===== src/source/SocPkg.sv =====
// Shared line geometry, memory map and access types.
// Memory lines are 16 bytes. The core addresses bytes but every access is one line.
// The memory region starts at line MemLineBase. MemLineEnd is only the default size
// and the real size comes from the top parameter MemLines.
package SocPkg;

    localparam int LineBytes = 16;
    localparam int LineWidth = LineBytes * 8;

    // Byte address seen by the core, and the same address in line units
    typedef logic [31:0] addr_t;
    typedef logic [27:0] lineIndex_t;

    localparam lineIndex_t MemLineBase = 28'h000_0000;
    localparam lineIndex_t MemLineEnd = 28'h000_0040;

    // UART transmit register at byte address 0x4000_0000
    localparam lineIndex_t UartLine = 28'h400_0000;

    typedef enum logic [1:0] {
        TargetMem  = 2'h0,
        TargetUart = 2'h1,
        TargetNone = 2'h2
    } target_e;

    // Loader fills the byte view; memory and response move the whole word.
    // UART takes bytes[0]
    typedef union packed {
        logic [LineBytes-1:0][7:0] bytes;
        logic [LineWidth-1:0] word;
    } line_u;

    typedef enum logic [1:0] {
        BootLoad = 2'h0,
        BootRun  = 2'h1
    } bootState_e;

endpackage


===== src/source/BootLoader.sv =====
// Program loader. Bytes arrive under credit flow control and are packed into lines.
// The source may hold at most LoadCredits unreturned bytes.
// loadSize must be stable from reset until the boot state reaches BootRun.
// Bytes sent beyond loadSize stay in the buffer and return no credit.
// A final partial line is written with its unused bytes zero.
module BootLoader #(
    parameter int LoadCredits = 4
) (
    input logic clk,
    input logic rst,
    input logic loadValid,
    input logic [7:0] loadByte,
    input logic [31:0] loadSize,
    output logic loadCredit,
    output logic coreReset,
    output SocPkg::bootState_e bootState,
    output logic loaderEnable,
    output SocPkg::lineIndex_t loaderLineIndex,
    output SocPkg::line_u loaderWriteValue,
    input logic loaderDone
);
    import SocPkg::*;

    localparam int PtrWidth = (LoadCredits > 1) ? $clog2(LoadCredits) : 1;

    logic [7:0] fifo [LoadCredits];
    logic [PtrWidth-1:0] wrPtr;
    logic [PtrWidth-1:0] rdPtr;
    logic [PtrWidth:0] fill;
    logic pop;

    logic [31:0] byteCount;
    logic [31:0] lastByteAddr;
    logic writePending;
    line_u packLine;

    // Buffer exit is blocked while a line write is in flight
    assign pop = (fill != '0) && !writePending && (bootState == BootLoad)
        && (byteCount < loadSize);

    // Line of the most recently packed byte
    assign lastByteAddr = byteCount - 32'd1;
    assign loaderLineIndex = lastByteAddr[31:4];
    assign loaderEnable = writePending;
    assign loaderWriteValue = packLine;

    always_ff @(posedge clk) begin
        if (loadValid) begin
            fifo[wrPtr] <= loadByte;
        end
    end

    always_ff @(posedge clk) begin
        if (rst) begin
            wrPtr <= '0;
            rdPtr <= '0;
            fill <= '0;
            loadCredit <= 1'b0;
        end else begin
            if (loadValid) begin
                wrPtr <= (wrPtr == PtrWidth'(LoadCredits - 1)) ? '0 : wrPtr + 1'b1;
            end
            if (pop) begin
                rdPtr <= (rdPtr == PtrWidth'(LoadCredits - 1)) ? '0 : rdPtr + 1'b1;
            end
            fill <= fill + (PtrWidth + 1)'(loadValid) - (PtrWidth + 1)'(pop);
            loadCredit <= pop;
        end
    end

    // Packer, byte counter and line write request
    always_ff @(posedge clk) begin
        if (rst) begin
            byteCount <= '0;
            writePending <= 1'b0;
            packLine <= '0;
        end else if (pop) begin
            packLine.bytes[byteCount[3:0]] <= fifo[rdPtr];
            byteCount <= byteCount + 32'd1;
            writePending <= (byteCount[3:0] == 4'hF) || (byteCount + 32'd1 == loadSize);
        end else if (writePending && loaderDone) begin
            writePending <= 1'b0;
            packLine <= '0;
        end
    end

    always_ff @(posedge clk) begin
        if (rst) begin
            bootState <= BootLoad;
            coreReset <= 1'b1;
        end else begin
            if (bootState == BootLoad && byteCount >= loadSize && !writePending) begin
                bootState <= BootRun;
            end
            // Core leaves reset one cycle after the switch to run
            if (bootState == BootRun) begin
                coreReset <= 1'b0;
            end
        end
    end

endmodule


===== config.mk =====
export PLATFORM = sky130hd
export DESIGN_NAME = BootLoader
export DESIGN_NICKNAME = d
export VERILOG_FILES = /design/src/source/SocPkg.sv /design/src/source/BootLoader.sv
export SDC_FILE = /design/constraint.sdc
export NUM_CORES = 1
export LEC_CHECK = 0
export BUFFER_PORTS_ARGS = -buffer_cell sky130_fd_sc_hd__buf_4
export CELL_PAD_IN_SITES_DETAIL_PLACEMENT = 0
export CELL_PAD_IN_SITES_GLOBAL_PLACEMENT = 1
export CORE_ASPECT_RATIO = 0.7
export CORE_UTILIZATION = 43
export DETAILED_ROUTE_END_ITERATION = 8
export GPL_TIMING_DRIVEN = 0
export PLACE_DENSITY_LB_ADDON = 0.15
export SETUP_SLACK_MARGIN = 0.1
export SLEW_MARGIN = 10
export SYNTH_ARGS = -nofsm -noshare
export SYNTH_HDL_FRONTEND = slang
export SYNTH_SLANG_ARGS = --single-unit

===== constraint.sdc =====
create_clock -name clk -period 4.7 [get_ports clk]
set_input_delay 0.94 -clock clk [delete_from_list [all_inputs] [get_ports clk]]
set_output_delay 0.94 -clock clk [all_outputs]
set_load 0.005 [all_outputs]

# ---- After elaboration in Yosys (flattened, before gate mapping)
# Memory sizes are Yosys's and may differ from the RTL's. A register that Yosys moved wholly into a read port is not among the register bits.
# Index checks and enable logic that the tools add are counted.
dict set report word_totals {
  regBits 171
  latchBits 0
  mem_bits_rw 32
  rom_bits 0
  output_inout_bits 161
  wordCells 49
  memories 1
}
# memory depth width read_ports rd_clocked_by_memory_dff wr line
set mem_list {}
lappend mem_list {fifo 4 8 1 1 1 BootLoader.sv:26} ;# logic [7:0] fifo [LoadCredits];
dict set report op_classes {
  n_addsub 6
  n_mul 0
  n_div 0
  n_lt_le_gt_ge 4
  n_eq_ne 4
  shift 0
  n_mux 13
  bitwise 0
  n_reduce_logical 12
}
# op count
set ops {}
lappend ops {{128-bit 2-to-1 mux} 2}
lappend ops {{128-bit bitwise mux} 1}
lappend ops {{32-bit by 1-bit adder with 32-bit output (second input constant)} 1}
lappend ops {{8-bit demux with 4-bit select} 1}
lappend ops {{32-bit == test} 1}
lappend ops {{32-bit >= comparator} 1}
lappend ops {{32-bit less-than comparator} 1}
lappend ops {{32-bit by 1-bit subtractor with 32-bit output (second input constant)} 1}
lappend ops {{2-bit 2-to-1 mux} 4}
lappend ops {{8-bit 2-to-1 mux} 1}
lappend ops {{1-bit logical AND} 7}
lappend ops {{4-bit by 5-bit less-than comparator with 1-bit output (second input constant)} 1}
lappend ops {{2-bit by 1-bit adder with 2-bit output (second input constant)} 2}
lappend ops {{2-bit == test (second input constant)} 2}
lappend ops {{4-bit == test (second input constant)} 1}
lappend ops {{4-bit by 1-bit >= comparator with 1-bit output (second input constant)} 1}
lappend ops {{1-bit 2-to-1 mux} 4}
lappend ops {{3-bit by 1-bit adder with 3-bit output} 1}
lappend ops {{3-bit nonzero test} 1}
lappend ops {{3-bit by 1-bit subtractor with 3-bit output} 1}
lappend ops {{2-bit logical NOT} 1}
lappend ops {{2-bit nonzero test} 1}
lappend ops {{1-bit logical NOT} 1}
lappend ops {{1-bit logical OR} 1}

# ---- Depth between registers and ports, before layout
# Gate-level depths: netlist of run 1.
dict set report depth {
  word_depth 6
  mapped_depth 19
  depth_no_buf 16
}

# ---- Least setup slack after synthesis of run 1
# OpenSTA, ideal clock, no wires.
dict set report synth_path {
  path_kind {input to register}
  from {input port loadSize[29]}
  to {register fill[2]}
  arrival_time_ns 4.038
  required_time_ns 4.572
  setup_slack_ns 0.534
  stages 19
  cell_sequence {inv_1 -> ha_1 -> a21o_1 -> a21o_1 -> a211oi_1 -> o211ai_1 -> or3_1 -> buf_2 -> clkbuf_1 -> clkbuf_1 -> nor2_1 -> ha_1 -> inv_1 -> ha_1 -> inv_1 -> fa_1 -> xor2_1 -> xnor2_1 -> nor2_1}
}
dict set report synth_via {
  elab_chain_len 3
}
# element line
set synth_lines {}
lappend synth_lines {{start: declaration} BootLoader.sv:13} ;# input logic [31:0] loadSize,
lappend synth_lines {{32-bit less-than comparator} BootLoader.sv:39} ;# && (byteCount < loadSize);
lappend synth_lines {{1-bit logical AND} BootLoader.sv:39}
lappend synth_lines {{named net pop} BootLoader.sv:30} ;# logic pop;
lappend synth_lines {{3-bit by 1-bit subtractor with 3-bit output} BootLoader.sv:66} ;# fill <= fill + (PtrWidth + 1)'(loadValid) - (PtrWidth + 1)'(pop);
lappend synth_lines {{end signal: assignment} BootLoader.sv:66}
lappend synth_lines {{end: declaration} BootLoader.sv:29} ;# logic [PtrWidth:0] fill;
# The timed path passes the listed nets, and every way through them passes these cells.
# A chain may end at the register's enable or synchronous reset.

# ---- Worst setup path in the final report of run 1
dict set report layout_path {
  from {register byteCount[9]}
  to {output port loaderLineIndex[27]}
}
dict set report layout_via {
  elab_chain_len 1
}
# element line
set layout_lines {}
lappend layout_lines {{start: declaration} BootLoader.sv:32} ;# logic [31:0] byteCount;
lappend layout_lines {{start signal: assignment} BootLoader.sv:79} ;# byteCount <= byteCount + 32'd1;
lappend layout_lines {{32-bit by 1-bit subtractor with 32-bit output} BootLoader.sv:42} ;# assign lastByteAddr = byteCount - 32'd1;
lappend layout_lines {{end: declaration} BootLoader.sv:18} ;# output SocPkg::lineIndex_t loaderLineIndex,
# No other way between the ends.

==> results of run 1 <==
-- synthesized netlist by cell type, types with 3 or more instances --
| cell | n |
|---|---|
| o21ai_0 | 17 |
| and3_1 | 10 |
| o211ai_1 | 4 |
| xnor2_1 | 38 |
| nor4_1 | 14 |
| a21o_1 | 8 |
| nand4b_1 | 3 |
| nor4_4 | 4 |
| nand3b_1 | 6 |
| o31ai_1 | 30 |
| and4_1 | 6 |
| nor3_4 | 11 |
| and2_1 | 7 |
| clkbuf_1 | 68 |
| nand4_1 | 15 |
| mux4_2 | 8 |
| ha_1 | 44 |
| xor2_1 | 30 |
| mux2i_1 | 130 |
| buf_2 | 7 |
| nand3_1 | 29 |
| edfxtp_1 | 32 |
| nor3_1 | 16 |
| buf_4 | 29 |
| nor3b_1 | 5 |
| dfxtp_1 | 173 |
| nand2_1 | 172 |
| o21a_1 | 3 |
| or4_1 | 34 |
| inv_1 | 47 |
| nor2_1 | 22 |
| a31oi_1 | 10 |
| nand2b_1 | 4 |
| a21oi_1 | 49 |
| nor2b_1 | 7 |
-- layer usage --
layer | share of wire (%) | wire length, um
met5 | 0 | 0
met4 | 1.3 | 404
met3 | 4.9 | 1530
met2 | 42 | 12900
met1 | 52 | 16100
-- stage by stage --
step / hold slack, ps / worst slack, ps / TNS (ps)
6_report: 456 / 186 / 0
5_1_grt: 468 / 15.0 / 0
4_1_cts: 459 / 114 / 0
3_5_place_dp: 449 / -363 / -509
3_3_place_gp: 443 / -322 / -431
2_1_floorplan: 451 / 534 / 0
-- report_power, final --
part	switching (uW)	total (uW)	internal, uW
clock network	688	1670	985
logic	1140	2180	1050
registers	76.5	1970	1890
total	1900	5820	3920
-- flip-flops by register name (all words and copies together) (netlist names), named ones only --
| register | flops |
|---|---|
| bootState | 1 |
| byteCount | 32 |
| coreReset | 1 |
| fifo | 32 |
| fill | 3 |
| loadCredit | 1 |
| loaderEnable | 1 |
| loaderWriteValue | 128 |
| rdPtr | 2 |
| wrPtr | 2 |
-- layout make-up --
| class | count | area [sq um] |
|---|---|---|
| plain buffers | 109 | 544 |
| clock buffers | 27 | 581 |
| clock inverters | 8 | 103 |
| fillers | 2303 | 11200 |
| inverters | 48 | 180 |
| multi-input cells | 769 | 5700 |
| flip-flops and latches | 205 | 4420 |
| well taps | 325 | 407 |
| repair buffers | 203 | 1520 |
-- worst max-delay path: stages, from the launching register on --
cell	delay [ps]
dfxtp_1	320
buf_6	140
or4_4	560
or3_4	370
or4_4	470
nor3_2	310
nand3_2	190
nor3_2	250
xor2_1	240
buf_4	140
buf_4	90
-- what timing repair did --
action | 4_1_cts | 5_1_grt
pin swaps | 0 | 0
setup endpoints to repair | 7 | 5
hold buffers | 0 | 0
resized for setup | 4 | 5
-- worst max-delay path by stage --
stage / startpoint / to / slack, ps / cells after the start
4_1_cts: byteCount[9]$_SDFFE_PP0P_ / loaderLineIndex[26] / 110 / 10
3_5_place_dp: loadSize[27] / fill[2]$_SDFF_PP0_ / -360 / 18
2_1_floorplan: loadSize[29] / fill[2]$_SDFF_PP0_ / 530 / 19
3_3_place_gp: loadSize[27] / fill[2]$_SDFF_PP0_ / -320 / 18
6_report: byteCount[9]$_SDFFE_PP0P_ / loaderLineIndex[27] / 190 / 10
5_1_grt: loadSize[27] / fill[2]$_SDFF_PP0_ / 20 / 20
-- cells by family (layout without fill, tap and decap cells) --
kind of cell               Yosys count  count (layout)
adders and majority gates           45              45
other                                1               1
AOI/OAI and AO/OA                  137             137
buffers and inverters              157             395
xor gates and xnor gates            68              68
and+or+nand+nor                    379             379
muxes                              139             139
DFF                                205             205
==> metrics.md, run 1 <==
| Metric | Value |
|---|---|
| Worst R2R End | `fill[2]$_SDFF_PP0_` |
| Power Total | `5820 uW` |
| Inserted Clock Buffers | `21` |
| Ranking of synthesized cells by area | `dfxtp_1, mux2i_1, edfxtp_1` |
| CTS tree | `built` |
| Crit path launch type | `flip-flop` |
| Seq/Total Area, Yosys | `just over 40%` |
| Post-CTS Setup Inserts | `0` |
| Max cap viols | `0` |
| Worst-path clk slew | `60 ps` |
| Nets | `1446` |
| Distinct cells, synth | `66` |
| PD cells | `433 nW/um^2` |
| EDFF count, synth | `32` |
| Grt met2 use | `33.4%` |
| Post-synth top area share | `32.1%` |
| Post-synthesis compound-gate area fraction | `8.06%` |
| Post-synthesis async set-or-reset flop share | `0%` |
| Vias per cell | `between 5 and 6` |
| M3 GR Usage | `under 10%` |
| RSZ-0062 raised after global routing | `true` |
| Die span in y | `between 100 and 150 um` |
| Starting Density | `43.8%` |
| Reg2reg setup slack | `570 ps` |
| Worst Tran Pin Value | `992 ps` |
| Area delta synth->final | `24.6%` |
| Final HPWL DP | `between 20 and 25 mm` |
| Hold Startpoint | `loaderWriteValue[49]$_SDFFE_PP0P_` |
| CTS Sinks | `205` |
| Mapped Area | `10800 sq um` |
| Gr ovfl total | `0` |
| Max H-tree Level | `1` |
| Xor/xnor share of the synthesized area | `5.51%` |
| Setup CP Type | `reg -> out` |
| Synth Area in Simple Gates | `19.7%` |
| Clock latency on the worst-skew pair | `490 ps` |
| Status | `complete, no violations` |
| WP data required | `approximately 3800 ps` |
| Area leader, netlist | `dfxtp_1` |
| Final setup violation count | `0` |
| GR Util met1 | `between 30% and 40%` |
| Site Rows | `48` |
| Routability congestion estimate | `between 0.8 and 0.9` |
| Die X | `191 um` |
| Post-placement cell count | `1659` |
| Drt pass-1 iters | `5` |
| Wirelength per Cell | `18.2 um` |
| Total Routed Length | `a little over 30 mm` |
| Most used DFF post-synth | `dfxtp_1` |
| Largest family of logic cells by synthesized area | `simple AND/OR/NAND/NOR gates` |
| Hold crit path type | `reg -> reg` |
| Syn Area/Cell | `9.55 sq um` |
| Gr busiest metal | `met1` |
| Cell area after layout | `13500 sq um` |
| Synth warnings | `0` |
| Period utilization | `96.0%` |
| WP data arrival | `between 3000 and 4000 ps` |
| CTS max path bufs | `3` |
| RR Startpoint | `byteCount[17]$_SDFFE_PP0P_` |
| Post-DP Area | `12700 sq um` |
| Worst r2r path cells | `18` |
| Mux contribution to synthesized area | `13.8%` |
| Via count of the routed design | `8964` |
| Setup Skew | `approximately 14 ps` |
| Initial antenna violation count | `0` |
| Mapped Cells | `1131` |
| Layout cell share with drive strength beyond 1 | `23.0%` |
| Root Driver | `clkbuf_16` |
| GRT Util Overall | `23.4%` |
| Final hold violation count | `0` |
| Syn Nets | `1220` |
| Number of global-route vias before repair | `roughly 8100` |
| Residual DRC | `0` |
| Core box area | `24700 sq um` |
| Number of diodes | `0` |
| Hold Crit Endpoint | `loaderWriteValue[49]$_SDFFE_PP0P_` |
| Worst hold path cell count | `2` |
| Antenna-violating nets left | `0` |
| Commonest non-fill, non-tap cells in the layout | `buf_4, dfxtp_1, nand2_1` |
| Leak | `0.00527 uW` |
| CP max FO | `10` |
| Max Freq | `0.222 GHz` |
| FF+latch count, synth | `205` |
| Slew Viols, Final | `0` |
| Non-Filler Instances | `1694` |
| Max VDD drop | `0.000330 V` |
| Final Core Density | `between 50% and 60%` |
| First-pass GRT wire length | `47.1 mm` |
| I/O pin total | `between 200 and 250` |
| CP endpoint kind | `output pin` |
| Commonest non-fill, non-tap cell in the layout | `buf_4` |
| Min cycle time layout | `4510 ps` |
| Die footprint | `roughly 26000 sq um` |
| I/O Buffers | `202` |
| 1st-iter DRT viols | `632` |
| Headroom to the max-slew limit | `~33%` |
| Synth Area in Adders | `5.28%` |
| Largest net degree at the start of global routing | `17` |
No activity file was read; power rests on OpenSTA's default activity.
==> inputs of run 2 (changes only) <==
--- a/config.mk
+++ b/config.mk
@@ -6,14 +6,15 @@
 export NUM_CORES = 1
 export LEC_CHECK = 0
 export BUFFER_PORTS_ARGS = -buffer_cell sky130_fd_sc_hd__buf_4
-export CELL_PAD_IN_SITES_DETAIL_PLACEMENT = 0
-export CELL_PAD_IN_SITES_GLOBAL_PLACEMENT = 1
+export CELL_PAD_IN_SITES_DETAIL_PLACEMENT = 1
+export CELL_PAD_IN_SITES_GLOBAL_PLACEMENT = 2
 export CORE_ASPECT_RATIO = 0.7
-export CORE_UTILIZATION = 43
+export CORE_UTILIZATION = 35
 export DETAILED_ROUTE_END_ITERATION = 8
 export GPL_TIMING_DRIVEN = 0
 export PLACE_DENSITY_LB_ADDON = 0.15
 export SETUP_SLACK_MARGIN = 0.1
+export SKIP_CTS_REPAIR_TIMING = 1
 export SLEW_MARGIN = 10
 export SYNTH_ARGS = -nofsm -noshare
 export SYNTH_HDL_FRONTEND = slang
==> constraint.sdc (replaced) <==
create_clock -name clk -period 4.3 [get_ports clk]
set_input_delay 0.86 -clock clk [delete_from_list [all_inputs] [get_ports clk]]
set_output_delay 0.86 -clock clk [all_outputs]
set_load 0.005 [all_outputs]
==> run 2 against run 1 <==
Effect of this change:
- the run now ends with setup timing left
- first-iteration DRC count shrank 6.8%
- routed wire length up 17%
- clock skew shrank 0.72 ps
- final area is 2.2% higher
- utilization down 8.9 points
- power increased by 14%
- critical path type unchanged
- critical path depth is the same
- sequential power grew 9.6%
- register-to-register slack worse by 130 ps
- clock power up 16%
==> metrics.md, run 2 (synthesis gave the netlist of run 1 again) <==
| Metric | Value |
|---|---|
| First-pass GRT wire length | `54.7 mm (+16%)` |
| Min cycle time layout | `4430 ps` |
| Site Rows | `53 (+10%)` |
| Post-DP Area | `12800 sq um (+0.83%)` |
| Setup CP Type | `reg -> out` |
| Die span in y | `149 um (+11%)` |
| Via count of the routed design | `9232 (+3.0%)` |
| PD cells | `481 nW/um^2 (+11%)` |
| Status | `complete, but fails checks` |
| Die X | `212 um (+11%)` |
| Cell Chain, Critical Path | `buf_6 > or4_4 > or3_4 > or4_4 > nor3_4 > nand3_4 > nor4_4 > xor2_1 > buf_4 > buf_6` |
| Power Total | `6620 uW (+14%)` |
| Area delta synth->final | `27.4%` |
| Max reg flops | `128 (unchanged)` |
| Routability congestion estimate | `0.813 (-4.2%)` |
| Final hold violation count | `0 (unchanged)` |
| Area of the multi-input gates | `5770 sq um (+1.2%)` |
| Max H-tree Level | `1 (unchanged)` |
| Setup Skew | `13.8 ps (-0.725 ps)` |
| CP endpoint kind | `output pin` |
| CTS Sinks | `205 (unchanged)` |
| Crit path launch type | `flip-flop` |
| Worst R2R End | `fill[2]$_SDFF_PP0_` |
| Total Routed Length | `36.1 mm (+17%)` |
| CP max FO | `5 (-5)` |
| Slowest Stage Delay on Critical Path | `550 ps (about the same)` |
| Drt pass-1 iters | `4 (-1)` |
| GRT Util Overall | `22.6% (-0.85 points)` |
| Slowest CP cell | `or4_4` |
| Slew Viols, Final | `0 (unchanged)` |
| Nets | `1453 (+0.48%)` |
| Initial antenna violation count | `0 (unchanged)` |
| Die footprint | `31600 sq um (+23%)` |
| WP data required | `3440 ps (-320 ps)` |
| Max cap viols | `0 (unchanged)` |
| CP bufs+invs | `3 (unchanged)` |
| Inserted Clock Buffers | `22 (+4.8%)` |
| Residual DRC | `0 (unchanged)` |
| Headroom to the max-slew limit | `25.5% (-7.8 points)` |
| Reg2reg setup slack | `440 ps (-130 ps)` |
| Final setup violation count | `5 (+5)` |
| Pre-CTS WS | `-772 ps (-408 ps)` |
| Commonest non-fill, non-tap cells in the layout | `buf_4, dfxtp_1, nand2_1` |
| Leak | `0.00537 uW (+1.8%)` |
| CTS max path bufs | `3 (unchanged)` |
| Antenna-violating nets left | `0 (unchanged)` |
| CP top delay family | `simple AND/OR/NAND/NOR gates` |
| RR Startpoint | `byteCount[13]$_SDFFE_PP0P_` |
| Hold crit path type | `reg -> reg` |
| Period utilization | `103%` |
| WP data arrival | `3570 ps (about the same)` |
| Wirelength per Cell | `20.1 um (+10%)` |
| Worst Tran Pin Value | `1110 ps (+114 ps)` |
| Clock latency on the worst-skew pair | `520 ps (+30 ps)` |
| I/O pin total | `205 (unchanged)` |
| Vias per cell | `5.15 (-2.6%)` |
| Final HPWL DP | `26.9 mm (+17%)` |
| Largest net degree at the start of global routing | `15 (-2)` |
| Register Area | `4430 sq um (about the same)` |
| CP startpoint | `byteCount[9]$_SDFFE_PP0P_` |
| Fillers | `3438 (+49%)` |
| Worst-path clk slew | `70 ps (about the same)` |
| Final hold slack | `456 ps (+0.565 ps)` |
| Gr ovfl total | `0 (unchanged)` |
| Number of diodes | `0 (unchanged)` |
| Root Driver | `clkbuf_16` |
| Commonest non-fill, non-tap cell in the layout | `buf_4` |
| Layout cell share with drive strength beyond 1 | `24.6% (+1.6 points)` |
| Cell area after layout | `13800 sq um (+2.2%)` |
| Starting Density | `35.8% (-8.0 points)` |
| CTS tree | `built` |
| Setup ws final | `-131 ps (-317 ps)` |
| 1st-iter DRT viols | `589 (-6.8%)` |
| Worst r2r path cells | `17 (-1)` |
| Critical Path End | `loaderLineIndex[25]` |
| Number of global-route vias before repair | `9245 (+14%)` |
| Critical path depth | `10 (unchanged)` |
| RSZ-0062 raised after global routing | `true` |
| I/O Buffers | `202 (unchanged)` |
| Core box area | `30200 sq um (+22%)` |
| Max Freq | `0.226 GHz` |
| Failing checks | `setup timing` |
| Max VDD drop | `0.000262 V (-20%)` |
[run 2: changes by cell type in the layout (fill, tap and decap cells not counted), sizes merged]
cell / previous run / this run
buf: 243 / 250
clkinv: 4 / 6
clkbuf: 96 / 101
bufinv: 2 / 0
inv: 48 / 47
[run 2: final cells by class]
| class | count | area share [%] |
|---|---|---|
| clock inverter | 7 | 0.373 |
| clock buffer | 33 | 4.93 |
| sequential | 205 | 32.2 |
| timing repair buffer | 211 | 11.6 |
| tap | 412 | 3.75 |
| buffer | 107 | 3.96 |
| inverter | 48 | 1.31 |
| multi-input combinational | 769 | 41.9 |
[run 2: metal layers]
metal / routed length (um) / up-vias / share of wire [%] / global-route usage, %
met5: 0 / - / 0 / 0
met4: 485 / 0 / 1.3 / 4.38
met3: 1480 / 30 / 4.1 / 3.20
met2: 15400 / 183 / 43 / 33.3
met1: 18700 / 4561 / 52 / 34.6
li1: - / 4458 / - / -
[run 2: where the power goes]
group	leakage, uW	internal [uW]	total (uW)	switching, uW
clock	0.000354	1100	1930	834
sequential	0.00169	2070	2160	87.9
combinational	0.00332	1200	2530	1330
[run 2: worst min-delay path by stage]
stage | from | end | depth (start not counted) | slack [ps]
2_1_floorplan | loaderWriteValue[0]$_SDFFE_PP0P_ | loaderWriteValue[0]$_SDFFE_PP0P_ | 2 | 450
3_3_place_gp | loaderWriteValue[25]$_SDFFE_PP0P_ | loaderWriteValue[25]$_SDFFE_PP0P_ | 2 | 440
3_5_place_dp | loaderWriteValue[90]$_SDFFE_PP0P_ | loaderWriteValue[90]$_SDFFE_PP0P_ | 2 | 450
4_1_cts | loaderWriteValue[16]$_SDFFE_PP0P_ | loaderWriteValue[16]$_SDFFE_PP0P_ | 2 | 460
5_1_grt | loaderWriteValue[20]$_SDFFE_PP0P_ | loaderWriteValue[20]$_SDFFE_PP0P_ | 2 | 470
6_report | loaderWriteValue[16]$_SDFFE_PP0P_ | loaderWriteValue[16]$_SDFFE_PP0P_ | 2 | 460
[run 2: metrics by stage]
stage	setup TNS [ps]	util, %	std cells
after floorplan	0	-	1131
after global placement	-2250	42.5	1745
after detailed placement	-2480	42.6	1746
after CTS	-6220	45.0	1786
after global routing	-1030	45.6	1792
final	-418	45.6	1792
[run 2: worst min-delay path, cell delays in order, from the launching register on]
cell and delay [ps]:
dfxtp_1 310, nand2_1 50, mux2i_1 50
